[config.mk]
export PLATFORM = sky130hd
export DESIGN_NAME = serial_eeprom
export DESIGN_NICKNAME = d
export VERILOG_FILES = /design/src/serial_eeprom_pkg.sv /design/src/ee_serial_port.sv /design/src/ee_word_store.sv /design/src/ee_write_seq.sv /design/src/serial_eeprom.sv
export SDC_FILE = /design/constraint.sdc
export NUM_CORES = 1
export LEC_CHECK = 0
export BUFFER_PORTS_ARGS = -buffer_cell sky130_fd_sc_hd__buf_4
export CORE_ASPECT_RATIO = 0.9
export CORE_MARGIN = 10
export CORE_UTILIZATION = 60
export DETAILED_ROUTE_END_ITERATION = 12
export GPL_TIMING_DRIVEN = 0
export PLACE_DENSITY = 0.76
export SLEW_MARGIN = 30
export SYNTH_ARGS = -nofsm -noshare
export SYNTH_HDL_FRONTEND = slang
export SYNTH_HIERARCHICAL = 1
export SYNTH_SLANG_ARGS = --single-unit
[constraint.sdc]
create_clock -name sys_clk -period 3.15 [get_ports sys_clk]
set_input_delay 0.315 -clock sys_clk [delete_from_list [all_inputs] [get_ports sys_clk]]
set_output_delay 0.315 -clock sys_clk [all_outputs]
set_load 0.01 [all_outputs]
[src/serial_eeprom_pkg.sv]
package serial_eeprom_pkg;

	// Array geometry
	localparam int EE_ADDR_W = 6;                  // Word address bits
	localparam int EE_DATA_W = 16;                 // Bits per word
	localparam int EE_WORDS  = 1 << EE_ADDR_W;     // 64 words
	localparam int EE_IR_W   = 3 + EE_ADDR_W;      // Start bit, opcode, address

	typedef logic [EE_ADDR_W-1:0] ee_addr_t;
	typedef logic [EE_DATA_W-1:0] ee_word_t;

	localparam ee_word_t EE_ERASED = '1;           // Erased cells read as ones

	// Opcodes, sent right after the start bit
	localparam logic [1:0] OP_READ  = 2'b10;
	localparam logic [1:0] OP_WRITE = 2'b01;
	localparam logic [1:0] OP_ERASE = 2'b11;
	localparam logic [1:0] OP_EXT   = 2'b00;       // Sub-code in top address bits

	// Sub-codes under OP_EXT
	localparam logic [1:0] EXT_EWDS = 2'b00;
	localparam logic [1:0] EXT_WRAL = 2'b01;
	localparam logic [1:0] EXT_ERAL = 2'b10;
	localparam logic [1:0] EXT_EWEN = 2'b11;

	typedef enum logic [1:0] {
		PORT_IDLE,                                 // Collecting instruction bits
		PORT_DATA,                                 // Collecting write data
		PORT_READ,                                 // Shifting out a word
		PORT_WAIT                                  // Busy, sequencer running
	} ee_port_state_t;

	typedef enum logic [1:0] {
		WSEQ_IDLE,
		WSEQ_WRITE,                                // Issue one word write
		WSEQ_NEXT,                                 // Step address or finish
		WSEQ_END
	} ee_wseq_state_t;

endpackage

[src/ee_serial_port.sv]
`timescale 1ns/10ps

module ee_serial_port (
	input  logic                        sys_clk,
	input  logic                        xresetl,
	input  logic                        ee_cs_i,
	input  logic                        ee_sk_i,
	input  logic                        ee_di_i,
	input  logic                        wr_busy_i,
	input  serial_eeprom_pkg::ee_word_t rd_data_i,
	output logic                        ee_do_o,
	output logic                        wr_start_o,
	output logic                        wr_all_o,
	output logic                        wr_erase_o,
	output logic                        wr_enable_o,
	output serial_eeprom_pkg::ee_addr_t wr_addr_o,
	output serial_eeprom_pkg::ee_addr_t rd_addr_o,
	output serial_eeprom_pkg::ee_word_t wr_data_o
);

	import serial_eeprom_pkg::*;

	ee_port_state_t     state_q;
	logic               sk_s;            // Registered pins
	logic               sk_prev;
	logic               di_s;
	logic               sk_rise;
	logic [EE_IR_W-1:0] ir_q;            // Start, opcode, address
	ee_word_t           dr_q;            // Write data in, read data out
	logic [3:0]         cnt_q;           // Data bit counter
	logic               ewen_q;          // Write enable flag
	logic               do_q;
	logic               start_q;
	logic [1:0]         ir_op;
	logic [1:0]         ir_sub;

	assign sk_rise = sk_s & ~sk_prev;

	// Opcode fields once the instruction is complete
	assign ir_op  = ir_q[EE_IR_W-2 -: 2];
	assign ir_sub = ir_q[EE_ADDR_W-1 -: 2];

	always_ff @(posedge sys_clk) begin
		start_q <= 1'b0;                                     // Pulse
		if (!xresetl) begin
			sk_s    <= 1'b0;
			sk_prev <= 1'b0;
			di_s    <= 1'b0;
			state_q <= PORT_IDLE;
			ir_q    <= '0;
			dr_q    <= '0;
			cnt_q   <= 4'd0;
			ewen_q  <= 1'b0;
			do_q    <= 1'b1;
		end else begin
			sk_s    <= ee_sk_i;
			sk_prev <= sk_s;
			di_s    <= ee_di_i;
			if (!ee_cs_i) begin                              // Deselect aborts everything
				state_q <= PORT_IDLE;
				ir_q    <= '0;
				dr_q    <= '0;
				cnt_q   <= 4'd0;
				do_q    <= 1'b1;
			end else if (state_q == PORT_WAIT) begin
				// Busy low on do until the sequencer lets go
				if (!wr_busy_i && !start_q) begin
					state_q <= PORT_IDLE;
					do_q    <= 1'b1;                         // Ready
				end
			end else if (sk_rise) begin
				case (state_q)
					PORT_IDLE: begin
						// ir_q[8] set means done, wait for deselect
						if (!ir_q[EE_IR_W-1]) begin
							ir_q <= {ir_q[EE_IR_W-2:0], di_s};
							if (ir_q[EE_IR_W-2]) begin       // Ninth bit arriving
								case (ir_q[EE_IR_W-3 -: 2])
									OP_READ: begin
										dr_q    <= rd_data_i;
										do_q    <= 1'b0; // Dummy bit
										state_q <= PORT_READ;
									end
									OP_WRITE: begin
										cnt_q   <= 4'd0;
										state_q <= PORT_DATA;
									end
									OP_ERASE: begin
										start_q <= 1'b1;
										do_q    <= 1'b0;
										state_q <= PORT_WAIT;
									end
									default: begin           // OP_EXT
										case (ir_q[EE_ADDR_W-2 -: 2])
											EXT_EWDS: ewen_q <= 1'b0;
											EXT_EWEN: ewen_q <= 1'b1;
											EXT_WRAL: begin
												cnt_q   <= 4'd0;
												state_q <= PORT_DATA;
											end
											default: begin   // ERAL
												start_q <= 1'b1;
												do_q    <= 1'b0;
												state_q <= PORT_WAIT;
											end
										endcase
									end
								endcase
							end
						end
					end
					PORT_DATA: begin
						dr_q  <= {dr_q[EE_DATA_W-2:0], di_s};
						cnt_q <= cnt_q + 4'd1;
						if (cnt_q == 4'd15) begin               // Sixteenth bit
							start_q <= 1'b1;
							do_q    <= 1'b0;
							state_q <= PORT_WAIT;
						end
					end
					PORT_READ: begin
						do_q <= dr_q[EE_DATA_W-1];           // MSB first
						dr_q <= {dr_q[EE_DATA_W-2:0], 1'b0};
					end
					default: state_q <= PORT_IDLE;
				endcase
			end
		end
	end

	// Command fields stay in ir_q and dr_q until deselect
	assign wr_all_o    = (ir_op == OP_EXT) && (ir_sub == EXT_WRAL || ir_sub == EXT_ERAL);
	assign wr_erase_o  = (ir_op == OP_ERASE) || (ir_op == OP_EXT && ir_sub == EXT_ERAL);
	assign wr_addr_o   = ir_q[EE_ADDR_W-1:0];
	assign wr_data_o   = dr_q;
	assign wr_enable_o = ewen_q;
	assign wr_start_o  = start_q;

	// Address is five held bits plus the bit on di now
	assign rd_addr_o = {ir_q[EE_ADDR_W-2:0], di_s};
	assign ee_do_o   = do_q;

endmodule

[src/ee_word_store.sv]
`timescale 1ns/10ps

module ee_word_store (
	input  logic                        sys_clk,
	input  logic                        mem_we_i,
	input  serial_eeprom_pkg::ee_addr_t mem_addr_i,
	input  serial_eeprom_pkg::ee_word_t mem_wdata_i,
	input  serial_eeprom_pkg::ee_addr_t rd_addr_i,
	output serial_eeprom_pkg::ee_word_t rd_data_o
);

	import serial_eeprom_pkg::*;

	// Contents are undefined until written, as on a blank part
	ee_word_t mem [0:EE_WORDS-1];

	// Single write port, driven by the sequencer
	always_ff @(posedge sys_clk) begin
		if (mem_we_i) begin
			mem[mem_addr_i] <= mem_wdata_i;
		end
	end

	// Read is combinational so the port can load on the ninth bit
	assign rd_data_o = mem[rd_addr_i];

endmodule

[src/ee_write_seq.sv]
`timescale 1ns/10ps

module ee_write_seq (
	input  logic                        sys_clk,
	input  logic                        xresetl,
	input  logic                        wr_start_i,
	input  logic                        wr_all_i,
	input  logic                        wr_erase_i,
	input  logic                        wr_enable_i,
	input  serial_eeprom_pkg::ee_addr_t wr_addr_i,
	input  serial_eeprom_pkg::ee_word_t wr_data_i,
	output logic                        wr_busy_o,
	output logic                        mem_we_o,
	output serial_eeprom_pkg::ee_addr_t mem_addr_o,
	output serial_eeprom_pkg::ee_word_t mem_wdata_o
);

	import serial_eeprom_pkg::*;

	ee_wseq_state_t state_q;
	logic           all_q;         // Sweep over every word
	logic           we_q;
	ee_addr_t       addr_q;
	ee_word_t       data_q;
	logic           last_word;

	assign last_word = (addr_q == ee_addr_t'(EE_WORDS - 1));

	// Control
	always_ff @(posedge sys_clk) begin
		we_q <= 1'b0;                                        // Write strobe is one cycle
		if (!xresetl) begin
			state_q <= WSEQ_IDLE;
			all_q   <= 1'b0;
		end else begin
			case (state_q)
				WSEQ_IDLE: begin
					if (wr_start_i) begin
						all_q   <= wr_all_i;
						state_q <= WSEQ_WRITE;
					end
				end
				WSEQ_WRITE: begin
					we_q    <= wr_enable_i;                  // Protected part writes nothing
					state_q <= WSEQ_NEXT;
				end
				WSEQ_NEXT: begin
					if (all_q && !last_word) begin
						state_q <= WSEQ_WRITE;
					end else if (all_q) begin
						state_q <= WSEQ_IDLE;                // Sweep done, ready at once
					end else begin
						state_q <= WSEQ_END;
					end
				end
				default: state_q <= WSEQ_IDLE;              // WSEQ_END
			endcase
		end
	end

	// Address and data of the write in progress
	always_ff @(posedge sys_clk) begin
		if (state_q == WSEQ_IDLE && wr_start_i) begin
			addr_q <= wr_all_i ? '0 : wr_addr_i;
			data_q <= wr_erase_i ? EE_ERASED : wr_data_i;
		end else if (state_q == WSEQ_NEXT && all_q) begin
			addr_q <= addr_q + 1'b1;
		end
	end

	assign wr_busy_o   = (state_q != WSEQ_IDLE);
	assign mem_we_o    = we_q;
	assign mem_addr_o  = addr_q;
	assign mem_wdata_o = data_q;

endmodule

[src/serial_eeprom.sv]
`timescale 1ns/10ps

module serial_eeprom (
	input  logic sys_clk,
	input  logic xresetl,
	input  logic ee_cs_i,
	input  logic ee_sk_i,
	input  logic ee_di_i,
	output logic ee_do_o
);

	import serial_eeprom_pkg::*;

	// Port to sequencer
	logic     wr_start;
	logic     wr_all;
	logic     wr_erase;
	logic     wr_enable;
	logic     wr_busy;
	ee_addr_t wr_addr;
	ee_word_t wr_data;

	// Sequencer and port to store
	logic     mem_we;
	ee_addr_t mem_addr;
	ee_word_t mem_wdata;
	ee_addr_t rd_addr;
	ee_word_t rd_data;

	ee_serial_port u_port (
		.sys_clk     (sys_clk),
		.xresetl     (xresetl),
		.ee_cs_i     (ee_cs_i),
		.ee_sk_i     (ee_sk_i),
		.ee_di_i     (ee_di_i),
		.wr_busy_i   (wr_busy),
		.rd_data_i   (rd_data),
		.ee_do_o     (ee_do_o),
		.wr_start_o  (wr_start),
		.wr_all_o    (wr_all),
		.wr_erase_o  (wr_erase),
		.wr_enable_o (wr_enable),
		.wr_addr_o   (wr_addr),
		.rd_addr_o   (rd_addr),
		.wr_data_o   (wr_data)
	);

	ee_write_seq u_seq (
		.sys_clk     (sys_clk),
		.xresetl     (xresetl),
		.wr_start_i  (wr_start),
		.wr_all_i    (wr_all),
		.wr_erase_i  (wr_erase),
		.wr_enable_i (wr_enable),
		.wr_addr_i   (wr_addr),
		.wr_data_i   (wr_data),
		.wr_busy_o   (wr_busy),
		.mem_we_o    (mem_we),
		.mem_addr_o  (mem_addr),
		.mem_wdata_o (mem_wdata)
	);

	ee_word_store u_store (
		.sys_clk     (sys_clk),
		.mem_we_i    (mem_we),
		.mem_addr_i  (mem_addr),
		.mem_wdata_i (mem_wdata),
		.rd_addr_i   (rd_addr),
		.rd_data_o   (rd_data)
	);

endmodule

# ---- Word level (Yosys, flattened, before mapping)
# Memory sizes are Yosys's and may differ from the RTL's.
# Cells that the tools add are included.
dict set report totals {
  register_bits 63
  mem_bits_rw 1024
  in_bits 5
  out_inout_bits 1
  mem_count 1
}
# memory depth width read_ports rd_clocked_by_memory_dff write_ports line_no
set memory_table {}
lappend memory_table {u_store.mem 64 16 1 0 1 ee_word_store.sv:15} ;# ee_word_t mem [0:EE_WORDS-1];
dict set report op_classes {
  addsub 2
  eq_ne 29
  mux 44
  bitwise 8
  n_reduce_logical 38
}
# cell count
set op_table {}
lappend op_table {{$mux W16} 3}
lappend op_table {{$pmux W16 S3} 1}
lappend op_table {{$mux W2} 9}
lappend op_table {{$mux W6} 3}
lappend op_table {{$pmux W2 S3} 3}
lappend op_table {{$eq A2 B2 Y1 const B} 8}
lappend op_table {{$pmux W4 S2} 2}
lappend op_table {{$reduce_and A8 Y1} 2}
lappend op_table {{$reduce_and A7 Y1} 2}
lappend op_table {{$mux W1} 13}
lappend op_table {{$mux W4} 3}
lappend op_table {{$eq A2 B1 Y1 const B} 5}
lappend op_table {{$reduce_bool A2 Y1} 5}
lappend op_table {{$mux W9} 1}
lappend op_table {{$ne A3 B1 Y1 const B} 3}
lappend op_table {{$logic_not A2 Y1} 4}
lappend op_table {{$ne A2 B2 Y1 const B} 4}
lappend op_table {{$pmux W1 S2} 4}
lappend op_table {{$not A1 Y1} 7}
lappend op_table {{$add A6 B1 Y6 const B} 1}
lappend op_table {{$eq A6 B6 Y1 const B} 1}
lappend op_table {{$logic_and A1 B1 Y1} 6}
lappend op_table {{$ne A2 B1 Y1 const B} 3}
lappend op_table {{$ne A6 B2 Y1 const B} 1}
lappend op_table {{other kinds (19)} 27}

# ---- Logic depth before layout (Yosys ltp)
dict set report depth {
  depth_word 9
  mapped_depth 14
  depth_no_buf 8
}

# ---- By module
# Netlist, hierarchy kept.
# mod instances cells_per_inst area_each_um2 seq_area_each_um2
set by_module_without_submodules {}
lappend by_module_without_submodules {ee_word_store 1 1804 39658.0 30749.5}
lappend by_module_without_submodules {ee_serial_port 1 232 2033.2 740.7}
lappend by_module_without_submodules {ee_write_seq 1 83 1117.3 740.7}

# ---- Least setup slack after synthesis
# Ideal clock, no wire load.
dict set report synth_timing {
  kind {register -> register}
  startpoint {register u_seq.addr_q[2] (netlist: u_seq/mem_addr_o[2])}
  endpoint {memory u_store/mem[28][0] in the netlist's numbering (enable)}
  t_arrival_ns 2.253
  setup_slack_ns 0.508
  stages_incl_launch_ff 6
  n_path_buf 2
  path_cell_list {edfxtp_1 clkbuf_1 or3b_2 or2_2 clkbuf_1 nor2_1}
}
# element line_no
set synth_rtl {}
lappend synth_rtl {{start: declaration} ee_write_seq.sv:23} ;# ee_addr_t addr_q;
lappend synth_rtl {{start signal: assignment} ee_write_seq.sv:64} ;# addr_q <= wr_all_i ? '0 : wr_addr_i;
lappend synth_rtl {{start signal: assignment} ee_write_seq.sv:67} ;# addr_q <= addr_q + 1'b1;
lappend synth_rtl {{end: declaration} ee_word_store.sv:15}
# No word-level cell before the write port.

# ---- Worst setup path after layout
dict set report layout_timing {
  startpoint {register u_port.ir_q[1]}
  endpoint {register u_port.dr_q[12] (netlist: u_port/wr_data_o[12])}
}
dict set report layout_between {
  elab_chain_len 5
}
# element line_no
set layout_rtl {}
lappend layout_rtl {{start: declaration} ee_serial_port.sv:28} ;# logic [EE_IR_W-1:0] ir_q;
lappend layout_rtl {{start signal: assignment} ee_serial_port.sv:76} ;# ir_q <= {ir_q[EE_IR_W-2:0], di_s};
lappend layout_rtl {{$mem_v2 Z64 W16} -}
lappend layout_rtl {{named net rd_data[12]} serial_eeprom.sv:28} ;# ee_word_t rd_data;
lappend layout_rtl {{$mux W16} ee_serial_port.sv:78} ;# case (ir_q[EE_IR_W-3 -: 2])
lappend layout_rtl {{$mux W16} ee_serial_port.sv:77} ;# if (ir_q[EE_IR_W-2]) begin
lappend layout_rtl {{$mux W16} ee_serial_port.sv:75} ;# if (!ir_q[EE_IR_W-1]) begin
lappend layout_rtl {{$pmux W16 S3} ee_serial_port.sv:72} ;# case (state_q)
lappend layout_rtl {{end signal: assignment} ee_serial_port.sv:80} ;# dr_q <= rd_data_i;
lappend layout_rtl {{end signal: assignment} ee_serial_port.sv:113} ;# dr_q <= {dr_q[EE_DATA_W-2:0], di_s};
lappend layout_rtl {{end signal: assignment} ee_serial_port.sv:123} ;# dr_q <= {dr_q[EE_DATA_W-2:0], 1'b0};
lappend layout_rtl {{end: declaration} ee_serial_port.sv:29} ;# ee_word_t dr_q;
# The timed path passes the listed nets, and every way through them passes these cells. The select of a mux whose other input is x is not followed.
# A chain may end at the register's enable or synchronous reset.

==> impl_metrics.toml <==
[timing]
post-route-period-util_pct = 99.63
max_slew.worst_pin.slew_ns = 1.040
setup_viol = 0
hold_viol = 0
fmax_ghz = 0.3186
drv_slew = 0
max_slew_margin_pct = 30.68
rsz0062_at_grt = "true"
layout_min_cycle_time_ns = 3.138
setup_slack_ns = 0.01150
final.setup_skew_ns = 0.01622

[layout]
finalInstanceArea_sq_um = 49420
area_delta_synth_final_pct = 15.44
insertedDiodeCount = 0
drive_gt1_share_pct = 30.99
seqCellArea_sq_um = 32230
nNetsFinal = 2329
fillers = 4039
multi_input_area_sq_um = 10540

[yosys]
synth_ff_type = "edfxtp_1"
synthArstFlopShare_pct = 0
ys_seq_area_share_pct = 75.29
synth_edf_count = 1046
synth_nets = 2135
synthTopCellsByCount = "1046 x edfxtp_1, 221 x mux4_2, 111 x nor2_1"
syn_avg_cell_area_sq_um = 20.20
yosysMostFrequentCell = "edfxtp_1"
syn-cell-area_sq_um = 42810
syn-instance-count = 2119
synth_area_leaders = "edfxtp_1 73%, mux4_2 12%, mux2i_1 2.5%, dfxtp_1 1.9%, a22oi_1 1.1%"
synth_top_area_cell = "edfxtp_1"
synth_cell_types = 70
yosysWarnings = 6
ys_ff_latch = 1087
netlist.area_leader.share_pct = 73.37

[clocking]
clk_pin_slew_ns = 0.06
cts_buffers = 101
cts_tree = "done"
clockBufferDepth = 3
insertion_delay_ns = 0.65
cts_sinks = 1087
clockRootBuffer = "clkbuf_16"
h-tree-depth = 3

[worst_setup_path]
slowest_stage = "a311oi_2"
cpMostUsedCell = "buf_4"
crit_start = "u_port/ir_q[1]"
reg2reg_slack_ns = 0.01
path_class = "reg -> reg"
critPathMaxFanout = 10
crit_chain = "buf_4 -> buf_4 -> buf_4 -> clkbuf_4 -> mux4_2 -> mux2i_1 -> nor2_1 -> a311oi_2 -> nor4_2 -> nor2b_1 -> a21oi_1 -> a211oi_1"
required_ns = 3.66
cp_num_cells = 12
end_kind = "flip-flop"
r2r-start = "u_port/ir_q[1]"
r2r_cells = 12
crit_buf_inv = 4
cpPeakStageDelay_ns = 0.56
crit_arrival_ns = 3.65
cp_top_family = "buffers and inverters"
startpoint_type = "flip-flop"

[detailed_routing]
drc = 0
wl_microns = 107900
dr.pass1.iters = 6
wl_per_cell_microns = 32.35
antenna_left = 0
drt_first_iter_violations = 3170
vias = 22730
vias_per_cell = 6.818

[power_and_ir_drop]
power.density_nw_per_um2 = 575.3
ir_worst_vdd_mv = 0.5035
p_leak_nw = 15.18

[floorplan]
die_area_sq_um = 82450
die_w_microns = 301.6
die_h_microns = 273.4
core-area_sq_um = 70330
start_util_pct = 60.87
io_pins = 6
rows = 92

[place]
placement.io_buffers = 5
gp_congestion = 0.9664
placed_area_sq_um = 45360
dp_worst_setup_slack_ns = -0.5183
dp_hpwl_microns = 70870

[job]
cap_viol_max_count = 0

[worst_hold_path]
worstHoldStart = "ee_cs_i"
worstHoldPathType = "in -> reg"
hold_path_depth = 3

[grt]
antenna_found_initial = 0
grt_pass1_wl_microns = 155100
grt_pass1_vias = 22515
overflow = 0
gr-usage-all-layers_pct = 25.95
grt_max_degree = 29

[outcome]
status = "completed"
[through the flow]
step / utilization [%] / TNS, ns / power, W / instances / hold WS (ns)
after floorplan: - / 0 / 0.01630 / 2119 / 0.4329
after global placement: 62.59 / -57.84 / 0.01644 / 3064 / 0.4586
after detailed placement: 64.50 / -5.817 / 0.01644 / 3147 / 0.4708
after CTS: 69.88 / -0.02823 / 0.02847 / 3336 / 0.08217
after global routing: 70.26 / -0.7170 / 0.02907 / 3334 / 0.1277
final: 70.26 / 0 / 0.02843 / 3334 / 0.1100
[cell families after synthesis]
| logic type | count (synthesis) | share of synthesized area [%] |
|---|---|---|
| flip-flops | 1087 | 75.29 |
| AO/OA/AOI/OAI | 213 | 3.715 |
| AND/OR/NAND/NOR | 323 | 4.016 |
| XOR/XNOR | 3 | 0.06139 |
| buffers and inverters | 143 | 2.101 |
| adder cells (fa/ha/maj) | 11 | 0.3215 |
| multiplexers | 339 | 14.49 |
[flip-flops by register name, indices dropped and copies added (netlist names), 2 cells and up]
signal,flops
u_port/cnt_q,4
u_seq/mem_wdata_o,16
u_port/ir_q,9
u_seq/state_q,2
u_port/state_q,2
u_store/mem,1024
u_port/wr_data_o,16
u_seq/mem_addr_o,6
[final cells by class]
cell class	count	area share, %
Buffer	130	2.048
Tap cell	940	2.380
Multi-Input combinational cell	889	21.32
Clock buffer	128	5.446
Sequential cell	1087	65.22
Clock inverter	56	1.220
Inverter	10	0.07596
Timing Repair Buffer	94	2.284
[per-layer routing]
layer / track usage, % / part of all wire (%) / vias to the layer above
met3: 6.173 / 12 / 209
met2: 39.47 / 47 / 1473
met5: 0 / 0 / -
met4: 9.547 / 3.4 / 0
li1: - / - / 9142
met1: 36.65 / 38 / 11906
[cells in the final DEF (no fill, tap or decap), drive strengths merged, types with 6 or more instances in the layout]
| cell type | Yosys | final |
|---|---|---|
| a31oi | 11 | 11 |
| nand3b | 10 | 10 |
| inv | 10 | 12 |
| bufinv | 0 | 13 |
| a211oi | 31 | 31 |
| ha | 11 | 11 |
| a21oi | 32 | 32 |
| clkinv | 0 | 36 |
| edfxtp | 1046 | 1046 |
| dfxtp | 41 | 41 |
| a221oi | 21 | 21 |
| or2 | 22 | 22 |
| mux2i | 105 | 105 |
| a211o | 11 | 11 |
| a22oi | 61 | 61 |
| nand2 | 35 | 35 |
| clkbuf | 53 | 183 |
| a311oi | 14 | 14 |
| o21ai | 11 | 11 |
| buf | 80 | 164 |
| and4 | 11 | 11 |
| nor2 | 112 | 112 |
| and2 | 6 | 6 |
| nand4 | 6 | 6 |
| nand3 | 37 | 37 |
| nor2b | 48 | 48 |
| mux2 | 11 | 11 |
| mux4 | 223 | 223 |
[worst min-delay path, stage by stage]
cell and delay (ns):
buf_4 0.12, and2_1 0.21, o31ai_1 0.09
[power breakdown]
| part | total, W | switching (W) | internal, W |
|---|---|---|---|
| combinational | 0.000593 | 0.000301 | 0.000292 |
| sequential | 0.0156 | 0.00000195 | 0.0156 |
| clock | 0.0122 | 0.00515 | 0.00709 |
[repair_timing]
| item | 4_1_cts | 5_1_grt |
|---|---|---|
| hold buffers | 5 | 0 |
| pin swaps | 11 | 8 |
| hold endpoints to repair | 8 | 0 |
| buffers inserted | 0 | 1 |
| setup endpoints to repair | 16 | 32 |
| resized for setup | 94 | 82 |
| gates cloned | 0 | 0 |
[final timing paths]
check | endpoint
worst max register to register | u_port/wr_data_o[12]
worst max-delay path | u_port/wr_data_o[12]
worst min-delay path | u_port/ee_do_o
worst min register to register | u_seq/mem_we_o
Note: power is estimated with default switching activity, not from simulation.
